`src/common/tlb_pkg.sv`:
```
package tlb_pkg;

  // geometry of the code-side translation buffer.
  localparam int way_count = 8;
  localparam int set_count = 64;
  localparam int set_bits = 6;                // index width, log2 of set_count.
  localparam int rank_bits = 3;               // recency rank, 0 is the next victim.

  // address split of a fetch address.
  localparam int page_shift = 12;             // 4k pages.
  localparam int vpn_bits = 36;               // page number is addr[47:12].
  localparam int ctx_bits = 16;

  // translation result fields.
  localparam int pfn_bits = 28;
  localparam int perm_bits = 3;

  // translation result as returned on a hit and supplied on a fill.
  typedef struct packed {
    logic [pfn_bits-1:0]  pfn;                // physical frame number.
    logic                 glob;               // global page, matches any context.
    logic [perm_bits-1:0] perm;               // permission bits, passed through.
  } tlb_data_t;

  // one stored entry of a way.
  typedef struct packed {
    logic                valid;
    logic [ctx_bits-1:0] ctx;                 // context the entry was filled under.
    logic [vpn_bits-1:0] tag;                 // full page number.
    tlb_data_t           data;
  } tlb_entry_t;

  // cleared entry written by the init sweep.
  localparam tlb_entry_t entry_empty = '{
    valid: 1'b0,
    ctx:   '0,
    tag:   '0,
    data:  '0
  };

endpackage

```
`src/ctlb/ctlb_lru.sv`:
```
module ctlb_lru (
  input  logic [tlb_pkg::rank_bits-1:0] rank_old,
  input  logic [tlb_pkg::rank_bits-1:0] rank_ref,
  output logic [tlb_pkg::rank_bits-1:0] rank_new
);

  import tlb_pkg::*;

  // most recently used rank.
  localparam logic [rank_bits-1:0] rank_top = rank_bits'(way_count - 1);

  logic is_ref;
  logic is_above;

  assign is_ref = (rank_old == rank_ref);
  assign is_above = (rank_old > rank_ref);

  // the referenced way moves to the top, the ones above it close the gap.
  // ranks below the referenced one keep their order.
  always_comb
  begin
    if (is_ref)
    begin
      rank_new = rank_top;
    end
    else if (is_above)
    begin
      rank_new = rank_old - 1'b1;
    end
    else
    begin
      rank_new = rank_old;
    end
  end

endmodule

```
`config.mk`:
```
export PLATFORM = sky130hd
export DESIGN_NAME = ctlb_lru
export DESIGN_NICKNAME = d
export VERILOG_FILES = /design/src/common/tlb_pkg.sv /design/src/ctlb/ctlb_lru.sv
export SDC_FILE = /design/constraint.sdc
export NUM_CORES = 1
export LEC_CHECK = 0
export BUFFER_PORTS_ARGS = -buffer_cell sky130_fd_sc_hd__buf_4
export CORE_AREA = 2 2 39 41
export DETAILED_ROUTE_END_ITERATION = 8
export DIE_AREA = 0 0 41 43
export GPL_TIMING_DRIVEN = 0
export SYNTH_ARGS = -nofsm -noshare
export SYNTH_HDL_FRONTEND = slang
export SYNTH_SLANG_ARGS = --single-unit
```
`constraint.sdc`:
```
create_clock -name vclk -period 1.31
set_input_delay 0.1965 -clock vclk [all_inputs]
set_output_delay 0.1965 -clock vclk [all_outputs]
set_load 0.05 [all_outputs]
```
==> Word level (Yosys, flattened, before mapping) <==
Cells that the tools add are included.
{ "classes": {"div_mod_pow": 0, "multipliers": 0, "shift": 0, "n_eq_ne": 1, "bitwise_logic": 0, "order_cmp": 1, "addsub": 1, "mux": 2, "reduce_logical": 0} }
{ "op_table": {"columns": ["cell", "n"], "rows": [
  ["$mux W3", 2],
  ["$eq A3 B3 Y1", 1],
  ["$gt A3 B3 Y1", 1],
  ["$sub A3 B1 Y3 const B", 1]
]} }
{ "totals": {"word_cells": 5, "ram_bits": 0, "romBits": 0, "output_inout_bits": 3, "inputBits": 6, "memories": 0, "register_bits": 0, "latchBits": 0} }

==> Depth between registers and ports, before layout <==
{ "depth": {"ltp_word": 3, "mapped_depth": 5, "depth_no_buf": 5} }

==> Worst setup path after synthesis <==
No wires, ideal clock.
{ "synth_path": {"path_kind": "input -> output", "startpoint": "input rank_ref[1] (netlist bit)", "endpoint": "output rank_new[0] (netlist bit)", "stages": 5, "required_ps": 1113, "setup_slack_ps": -525, "n_path_buf": 0, "arrival_ps": 1639, "path_cell_list": "inv_1 -> ha_1 -> nand2b_1 -> o2bb2ai_2 -> mux2i_1"} }
{ "synth_between": {"elab_chain_cells": 3, "elab_cells_between_ends": 4, "cone_classes": "order compare (1); eq/ne (1); mux (2)"} }
{ "synth_lines": {"columns": ["item", "line_no", "text"], "rows": [
  ["from (decl)", "ctlb_lru.sv:3", "input logic [tlb_pkg::rank_bits-1:0] rank_ref,"],
  ["$gt A3 B3 Y1", "ctlb_lru.sv:16", "assign is_above = (rank_old > rank_ref);"],
  ["$mux W3", "ctlb_lru.sv:26", "else if (is_above)"],
  ["$mux W3 (*)", "ctlb_lru.sv:22", "if (is_ref)"],
  ["to (decl)", "ctlb_lru.sv:4", "output logic [tlb_pkg::rank_bits-1:0] rank_new"]
]} }
Every way passes the cells marked *; elsewhere a longest branch is shown, timed or not.

==> Worst setup path after layout <==
{ "layout_path": {"startpoint": "input rank_old[1] (netlist bit)", "endpoint": "output rank_new[1] (netlist bit)"} }
{ "layout_between": {"elab_chain_cells": 3, "elab_cells_between_ends": 5, "cone_classes": "add/sub (1); order compare (1); eq/ne (1); mux (2)"} }
{ "layout_lines": {"columns": ["item", "line_no", "text"], "rows": [
  ["from (decl)", "ctlb_lru.sv:2", "input logic [tlb_pkg::rank_bits-1:0] rank_old,"],
  ["$sub A3 B1 Y3 / $gt A3 B3 Y1 (equally long branches)", "ctlb_lru.sv:28, ctlb_lru.sv:16", null],
  ["$mux W3", "ctlb_lru.sv:26", null],
  ["$mux W3 (*)", "ctlb_lru.sv:22", null]
]} }
Marked as above.

==> results.yml <==
outcome:
  status: "finished, violations left"
  failed_checks: "setup timing"
placed_design:
  place_congestion: 0.733
  portBuffers: 9
  place_hpwl_um: 371
  dp.cells: 49
global_route:
  track_usage_pct: 5.70
  gr-max-usage-layer: "met1"
  maximum_number_of_pins_on_one_net_before_global_route_repair: 5
  grt_pass1_wl_um: 765
  antenna_violations_before_repair: 0
  use_met1_pct: 9.21
  first_global_vias: 193
  globalRoute.totalOverflow: 0
  grt_util_met2_pct: 8.75
  global_route.usage.met3_pct: 0
synth:
  mappedNetlistArea_um2: 174
  post_synth_inst_count: 24
  sequential_fraction_of_the_synthesis_area_pct: 0
  syn_avg_cell_area_um2: 7.25
  netlist-cell-type-count: 11
  synth.net_count: 34
  synth_warnings: 0
sta:
  grt_setup_unrepaired: "true"
  final-hold-violation-count: 0
  max_slew.worst_pin.slew_ps: 201
  finalCritPeriodShare_pct: 110
  timing.final.crit_period_ps: 1440
  setup_slack_ps: -128
  report.final.slew_viol_count: 0
  maxSlewHeadroom_pct: 86.6
  max_freq_mhz: 695
  setup_viol_count_final: 3
power:
  power.ir.vdd_worst_uv: 172
  total_leakage_power_uw: 0.000164
  power.density_nw_per_um2: 571
  finalPower_uw: 256
routing:
  dr.pass1.iters: 2
  route.detailed.drc: 0
  drtAntennaViolNets: 0
  dr.first_iter.drc_count: 1
  routed_wirelength_um: 405
  vias_per_cell: 4.06
  via_count: 199
  wire_per_inst_um: 8.27
final_layout:
  final-seq-area_um2: 0
  layout-drive-gt1-share_pct: 72.7
  antenna_cells: 0
  number_of_sequential_storage_elements: 0
  utilization_after_layout_pct: 32.4
  clockBufferCount: 0
  final_cell_count_no_fill: 49
  finalNetCount: 45
  final_common_cell: "buf_6"
  syn_to_final_growth_pct: 158
  layout_common_cells: "buf_6 (5), nor2_1 (4), mux2i_4 (3), ha_4 (3)"
hold_path:
  worst_hold_path_type: "in -> out"
critical_path:
  worstPathArrival_ps: 1240
  worstPathRequired_ps: 1110
  path_max_fanout: 3
  worstSetupStartpointType: "primary input"
  end_kind: "output pin"
  crit_type: "in -> out"
die:
  fp.dieH_um: 43
  placementRows: 14
  initial_utilization_pct: 12.6
  design.core.area_um2: 1380
  design.die.area_um2: 1760
  design.portCount: 9
  die-width_um: 41
cts:
  post_cts_hold_buffer_count: 0
flow_run:
  max_cap_violations: 0
-- report_power, final --
group	switching, µW	total (µW)	internal [µW]
clock	0	0	0
sequential	0	0	0
combinational	132	256	123
-- area by class of cell --
type | instances | area (µm²)
Fill cell | 142 | 936
Multi-Input combinational cell | 20 | 284
Timing Repair Buffer | 9 | 101
Inverter | 4 | 42.5
Tap cell | 16 | 20.0
-- stage by stage --
step,hold WS (ps),setup TNS (ps),cell area (µm²),setup WS (ps)
floorplan,685,-181,307,-60.7
global placement,866,-639,394,-215
detailed placement,870,-665,394,-223
CTS,848,-414,448,-138
global route,863,-502,448,-171
finish,843,-383,448,-128
-- Yosys cell counts (all sizes together) --
cell | instances | area (µm²)
nor2 | 5 | 18.8
o21ai | 1 | 5.00
and3 | 1 | 11.3
inv | 4 | 15.0
and2 | 2 | 12.5
nand2b | 1 | 6.26
nand3 | 1 | 5.00
o2bb2ai | 1 | 15.0
a21oi | 1 | 5.00
mux2i | 3 | 30.0
ha | 4 | 50.1
-- routing by layer --
layer | vias to the layer above | wire length (µm)
li1 | 102 | -
met1 | 92 | 182
met2 | 5 | 195
met3 | 0 | 26
met4 | 0 | 0
met5 | - | 0
-- kinds of logic after synthesis --
logic type,count (synthesis),synth area share (%)
simple gates,10,30.9
mux,3,17.3
compound gates,3,14.4
buf+inv,4,8.63
fa+ha+maj,4,28.8
-- critical path, cell delays in order --
cell,delay (ps)
buf_6,100
ha_4,250
nand2b_4,100
o2bb2ai_4,160
mux2i_4,260
buf_6,170
-- path summary, 6_finish.rpt --
path	from	end	cells after the start
max	rank_old[1]	rank_new[1]	6
min	rank_old[2]	rank_new[2]	4
-- repair_timing --
action | 4_1_cts | 5_1_grt
setup buffers | 0 | 0
resized for setup | 12 | 0
pin swaps | 5 | 0
setup endpoints to repair | 3 | 3
Note: power is estimated with default switching activity, not from simulation.
