===== config.mk =====
export PLATFORM = sky130hd
export DESIGN_NAME = csr_watch
export DESIGN_NICKNAME = d
export VERILOG_FILES = /design/src/common/tlb_pkg.sv /design/src/common/csr_pkg.sv /design/src/logic/csr_watch.sv
export SDC_FILE = /design/constraint.sdc
export NUM_CORES = 1
export LEC_CHECK = 0
export BUFFER_PORTS_ARGS = -buffer_cell sky130_fd_sc_hd__buf_4
export CORE_UTILIZATION = 49
export DETAILED_ROUTE_END_ITERATION = 12
export GPL_TIMING_DRIVEN = 1
export PLACE_DENSITY = 0.83
export SLEW_MARGIN = 20
export SYNTH_ARGS = -nofsm -noshare
export SYNTH_HDL_FRONTEND = slang
export SYNTH_SLANG_ARGS = --single-unit

===== constraint.sdc =====
create_clock -name clk -period 2.75 [get_ports clk]
set_clock_uncertainty 0.1 [all_clocks]
set_input_delay 0.6875 -clock clk [delete_from_list [all_inputs] [get_ports clk]]
set_output_delay 0.6875 -clock clk [all_outputs]
set_load 0.05 [all_outputs]

===== src/common/tlb_pkg.sv =====
package tlb_pkg;

  // geometry of the code-side translation buffer.
  localparam int way_count = 8;
  localparam int set_count = 64;
  localparam int set_bits = 6;                // index width, log2 of set_count.
  localparam int rank_bits = 3;               // recency rank, 0 is the next victim.

  // address split of a fetch address.
  localparam int page_shift = 12;             // 4k pages.
  localparam int vpn_bits = 36;               // page number is addr[47:12].
  localparam int ctx_bits = 16;

  // translation result fields.
  localparam int pfn_bits = 28;
  localparam int perm_bits = 3;

  // translation result as returned on a hit and supplied on a fill.
  typedef struct packed {
    logic [pfn_bits-1:0]  pfn;                // physical frame number.
    logic                 glob;               // global page, matches any context.
    logic [perm_bits-1:0] perm;               // permission bits, passed through.
  } tlb_data_t;

  // one stored entry of a way.
  typedef struct packed {
    logic                valid;
    logic [ctx_bits-1:0] ctx;                 // context the entry was filled under.
    logic [vpn_bits-1:0] tag;                 // full page number.
    tlb_data_t           data;
  } tlb_entry_t;

  // cleared entry written by the init sweep.
  localparam tlb_entry_t entry_empty = '{
    valid: 1'b0,
    ctx:   '0,
    tag:   '0,
    data:  '0
  };

endpackage


===== src/common/csr_pkg.sv =====
package csr_pkg;

  localparam int thread_count = 2;

  // register-bus addresses snooped by the buffer.
  localparam logic [15:0] csr_ctx_addr = 16'h0180;
  localparam logic [15:0] csr_flags_addr = 16'h0181;

  // one write on the register bus.
  typedef struct packed {
    logic        en;
    logic [15:0] addr;
    logic [63:0] data;
  } csr_wr_t;

  // context register half, one per thread.
  typedef struct packed {
    logic [31-tlb_pkg::ctx_bits:0] rsvd;
    logic [tlb_pkg::ctx_bits-1:0]  id;        // context id in the low bits.
  } ctx_half_t;

  // mode-flags register half, one per thread.
  typedef struct packed {
    logic [30:0] rsvd;
    logic        vm_en;                       // virtualization enable.
  } flags_half_t;

  // a register word seen either as contexts or as mode flags.
  typedef union packed {
    ctx_half_t   [thread_count-1:0] ctx_view;
    flags_half_t [thread_count-1:0] flags_view;
  } csr_word_u;

endpackage


===== src/logic/csr_watch.sv =====
module csr_watch #(
  parameter logic [15:0] csr_addr = 16'h0000
) (
  input  logic               clk,
  input  logic               rst,
  input  csr_pkg::csr_wr_t   csr_wr,
  output csr_pkg::csr_word_u word
);

  logic hit_wr;

  // only a write to our own address is captured.
  assign hit_wr = csr_wr.en && (csr_wr.addr == csr_addr);

  // the raw word is held, the reader picks the view.
  always_ff @(posedge clk)
  begin
    if (rst)
    begin
      word <= '0;                             // context 0, virtualization off.
    end
    else if (hit_wr)
    begin
      word <= csr_wr.data;
    end
  end

endmodule


== Yosys cells after proc, flatten, opt, wreduce, memory -nomap -nowiden ==
Index checks and enable logic that the tools add are counted.
Storage, ports and cells
  logic and storage cells: 3
  bits of input ports: 83
  register bits: 64
Cells by class
  reductions and logical operators: 2
Operators with widths (number)
  16-bit logical NOT: 1
  1-bit logical AND: 1

== Longest topological paths before layout ==
Gate-level depths: netlist of the first run.
  word-level depth: 2
  mapped depth: 6

== Worst setup path after synthesis of the first run ==
Ideal clock, no wire load.
  path kind: input -> register
  from: input csr_wr[74] (netlist name)
  to: register word[10] (netlist name)
  path slack: 0.733 ns
  library setup time: 0.072 ns
  path buffers: 2
  data arrival time: 1.845 ns
  stages on the path: 6
  cells stage by stage: nor4_1 -> nand4_1 -> nor4b_2 -> buf_6 -> buf_12 -> mux2i_1
Between the ends
  cells in the longest elaborated chain, start to end: 2
Ends and longest elaborated chain
  start, declared: RTL line csr_watch.sv:6  | input csr_pkg::csr_wr_t csr_wr,
  16-bit logical NOT: RTL line csr_watch.sv:13  | assign hit_wr = csr_wr.en && (csr_wr.addr == csr_addr);
  1-bit logical AND: RTL line csr_watch.sv:13
  end signal, assigned: RTL line csr_watch.sv:24  | word <= csr_wr.data;
  end, declared: RTL line csr_watch.sv:7  | output csr_pkg::csr_word_u word
No other way between the ends.
A chain may end at the register's enable or synchronous reset.

== Worst setup path after layout of the first run ==
  from: input csr_wr[70] (netlist name)
  to: register word[42] (netlist name)
The elaborated chain is that of the path after synthesis.

==> results of run 1 <==
==> cell families (layout without fill, tap and decap cells) <==
kind of cell | count (synthesis) | after routing | share of synthesized area
buffers and inverters | 21 | 163 | 0.06234
DFF | 64 | 64 | 0.4343
muxes | 64 | 64 | 0.2171
and+or+nand+nor | 134 | 134 | 0.2863
==> metrics by stage <==
stage | utilization | instance area, um2
after floorplan | - | 2950
after global placement | 0.7057 | 3981
after detailed placement | 0.7057 | 3981
after CTS | 0.7352 | 4148
after global routing | 0.7352 | 4148
final | 0.7352 | 4148
==> layer usage <==
metal  global-route usage  wire, um
met1               0.2566      2761
met4               0.1073       150
met2               0.3496      3152
met3              0.07086       616
met5                    0         0
==> final timing paths <==
check | start | end | slack (ns) | cells past startpoint
worst max-delay path | csr_wr[70] | word[42] | 0.61 | 6
worst min-delay path | word[60] | word[60] | 0.37 | 2
worst max register to register | word[42] | word[42] | 1.99 | 2
worst min register to register | word[60] | word[60] | 0.37 | 2
==> power breakdown <==
| part | internal, uW | switching [uW] |
|---|---|---|
| logic | 113 | 49.4 |
| registers | 926 | 0.00414 |
| clock network | 350 | 345 |
| total | 1390 | 394 |
==> placed cells by master (no fill, tap or decap), drive strengths merged <==
cell type / n
clkbuf: 13
nor4b: 1
nand2b: 128
mux2i: 64
nor4: 3
dfxtp: 64
clkinv: 2
nand4: 1
clkinvlp: 1
buf: 147
nor2: 1
==> worst reg2reg max path, cell delays in order (launching register included) <==
cell and delay, ns:
dfxtp_1 0.33, nand2b_1 0.08, mux2i_1 0.17
==> layout make-up <==
type                            instances  area, um2
Sequential cell                        64       1281
Clock buffer                           13      148.9
Multi-Input combinational cell        198       1494
Tap cell                               72      90.09
Clock inverter                          3      17.52
Timing Repair Buffer                  147       1116
Fill cell                             434       1494
==> results.toml, run 1 <==
[run_status]
status = "finished, final reports clean"

[min_path]
hp-class = "register to register"

[clock_tree]
clk_pin_slew_ns = 0.07
cts_resized = 0
hold_buffers = 0
cts_sinks = 64
cts_tree = "built"
numCtsBuffers = 9
clockBufferDepth = 2
h-tree-depth = 3
cts_root_buf = "clkbuf_8"
postCtsSetupBuffers = 0
clk_latency_ns = 0.33

[setup_path]
critPathLaunchType = "primary input"
crit_family = "simple AND/OR/NAND/NOR gates"
worstPathCellList = "buf_4, nor4_1, nand4_1, nor4b_4, buf_12, mux2i_1"
path_class = "primary input to register"
max_stage_delay_ns = 0.41
slowest_stage = "buf_12"
worstSetupEndpointType = "register"
arrival_ns = 2.29
path_max_fanout = 64
crit_buf_inv = 2
required_ns = 2.90

[sta]
slew_viol_final = 0
setup_slack_ns = 0.6073
fmax_ghz = 0.4667
fin_crit_sh = 0.7792
relSlewSlack = 0.4392
worst_pin_slew_ns = 0.8412
finalCriticalPeriod_ns = 2.143
hold_violations = 0
setup_viol_count_final = 0
totalNegativeSetupSlack_ns = 0
holdWs_ns = 0.3738
rsz0062_at_grt = "no"

[global_routing]
grt_pass1_wl_mm = 10.58
grt_antenna_before_repair = 0
grt_pass1_vias = 2272
grt_start_max_net_pins = 129
overflow = 0
grt_usage = 0.2167

[floorplanning]
fp-row-count = 27
start_util = 0.5230
die_area_um2 = 6335
die_h_um = 79.60
ioPinCount = 147
die_x_um = 79.60
core-area_um2 = 5642

[finish]
largest_reg_flops = 64
final_nets = 503
largest-register = "word"
fin_cells = 497
reg_top3 = "word x64"
diodes = 0
drive_above_1_share = 0.3788
syn2layout_area_growth_pct = 40.59

[synthesis]
yosys-top-cells-area = "dfxtp_1 43%, nand2b_1 27%, mux2i_1 22%"
netlist_instances = 283
syn-cell-area_um2 = 2950
ys_dominant_reg_cell = "dfxtp_1"
yosysSeqAreaShare = 0.4343
synthTopCellsByCount = "128 x nand2b_1, 64 x dfxtp_1, 64 x mux2i_1"
syn_nets = 366
synth-seq-cells = 64
synth_edf_count = 0
ys_types = 10
yosysTopAreaCell = "dfxtp_1"
synth_top_area_frac = 0.4343
synthArstFlopShare = 0
avgSynthCellArea_um2 = 10.43
synth.most_common_cell = "nand2b_1"
ys_warn_count = 0

[place]
portBuffers = 146
dp_slack_ns = 0.2804
dpl.hpwl_mm = 4.653
place_congestion = 0.7150
dp.cells = 481

[power]
p_total_uw = 1783
powerDensity_nw_per_um2 = 429.9
p_leak_uw = 0.001717
vdd_drop_max_v = 0.0004171

[route]
drtIter0Drc = 91
vias_per_cell = 4.771
antenna_left = 0
vias = 2371
drc = 0
drt-wirelength-per-cell_um = 13.44
routed_wl_mm = 6.681
dr.pass1.iters = 4

[run]
timing.max_cap.violations = 0
Power figures use the tool's default switching activity.
==> inputs of run 2 (changes only) <==
Settings changed: CORE_UTILIZATION 49 to 46, PLACE_DENSITY 0.83 to 0.78.
Clock period 2.75 ns to 2.2 ns, I/O delays scaled along.
==> results.toml, run 2 (same netlist as run 1, synthesis figures left out) <==
[global_routing]
overflow = 0
grt_start_max_net_pins = 129
grt_pass1_vias = 2283
grt_pass1_wl_mm = 9.811
grt_usage = 0.1932
grt_antenna_before_repair = 0

[setup_path]
slowest_stage = "nor4_1"
arrival_ns = 2.01
required_ns = 2.34
path_class = "primary input to register"
crit_buf_inv = 3
path_max_fanout = 14
crit_start = "csr_wr[70]"
cpMostUsedCell = "buf_4"
ff2ff_setup_slack_ns = 1.47
crit_family = "simple AND/OR/NAND/NOR gates"
worstSetupEndpointType = "register"
r2r_start = "word[57]"
max_stage_delay_ns = 0.29
worstPathCellList = "buf_4, nor4_1, nand4_1, nor4b_4, buf_4, buf_12, mux2i_1"
critPathLaunchType = "primary input"

[floorplanning]
ioPinCount = 147
fp-row-count = 28
start_util = 0.4868
die_area_um2 = 6738
die_h_um = 82.09
die_x_um = 82.09
core-area_um2 = 6061

[place]
dp_slack_ns = 0.003793
portBuffers = 146
dp.cells = 491
place_congestion = 0.7704
dpl.hpwl_mm = 4.746

[finish]
diodes = 0
fillers = 499
largest_reg_flops = 64
drive_above_1_share = 0.3898
multi_input_comb_area_um2 = 1494
layout_common_cells = "148 x buf_4, 128 x nand2b_1, 64 x mux2i_1, 64 x dfxtp_1, 9 x clkbuf_8"
seq_area_um2 = 1281
syn2layout_area_growth_pct = 45.80
reg_top3 = "word x64"
fin_cells = 506
final_common_cell = "buf_4"
largest-register = "word"
final_nets = 510

[sta]
relSlewSlack = 0.7626
hold_violations = 0
fmax_ghz = 0.5353
rsz0062_at_grt = "no"
setup_slack_ns = 0.3318
finalCriticalPeriod_ns = 1.868
setup_viol_count_final = 0
totalNegativeSetupSlack_ns = 0
slew_viol_final = 0
worst_pin_slew_ns = 0.3560
fin_crit_sh = 0.8492

[run]
timing.max_cap.violations = 0

[clock_tree]
cts_tree = "built"
numCtsBuffers = 9
h-tree-depth = 3
hold_buffers = 0
clockBufferDepth = 2
clk_pin_slew_ns = 0.06
cts_resized = 0
cts_root_buf = "clkbuf_8"
cts_sinks = 64
clk_latency_ns = 0.32
postCtsSetupBuffers = 0

[route]
drc = 0
drt-wirelength-per-cell_um = 12.88
wl_met1_mm = 2.585
antenna_left = 0
wl_met3_um = 570
dr_wl_met2_mm = 3.234
vias_per_cell = 4.781
vias = 2419
routed_wl_mm = 6.515
drtIter0Drc = 61
routed.top_layer = "met4"
dr.pass1.iters = 4

[power]
vdd_drop_max_v = 0.0004868
p_total_uw = 2409
powerDensity_nw_per_um2 = 560.0
p_leak_uw = 0.001790

[run_status]
status = "finished, final reports clean"

[min_path]
hp-class = "register to register"
worstHoldStart = "word[38]"
## run 2: final timing paths
kind                    to  depth (start not counted)
setup / recovery   word[7]                          7
hold / removal    word[38]                          2
setup reg to reg  word[57]                          2
hold reg to reg   word[38]                          2
## run 2: cell type report
class	count	area share
Timing Repair Buffer	154	0.2862
Tap cell	75	0.02181
Clock buffer	11	0.03054
Clock inverter	4	0.01629
Multi-Input combinational cell	198	0.3473
Sequential cell	64	0.2978
## run 2: worst min-delay path: cells and delay by family, from the launching register on
kind | cells | cell delay [ns]
flip-flops | 1 | 0.31
multiplexers | 1 | 0.05
AND/OR/NAND/NOR | 1 | 0.06
## run 2: metrics by stage
stage | cell area [um2] | hold WS [ns] | utilization
floorplan | 2950 | 0.5928 | -
global route | 4302 | 0.3790 | 0.7097
detailed placement | 4100 | 0.3647 | 0.6765
CTS | 4302 | 0.3698 | 0.7097
global placement | 4100 | 0.3591 | 0.6765
finish | 4302 | 0.3749 | 0.7097
## run 2: routing by layer
layer	track usage	up-vias
li1	-	1197
met1	0.1937	1123
met2	0.3471	87
met3	0.07222	12
met4	0.09649	0
met5	0	-
## run 2: power by group
group          total (uW)  switching, uW  internal (uW)
Clock                1050            418            629
Combinational         204           60.1            143
Sequential           1160        0.00503           1160
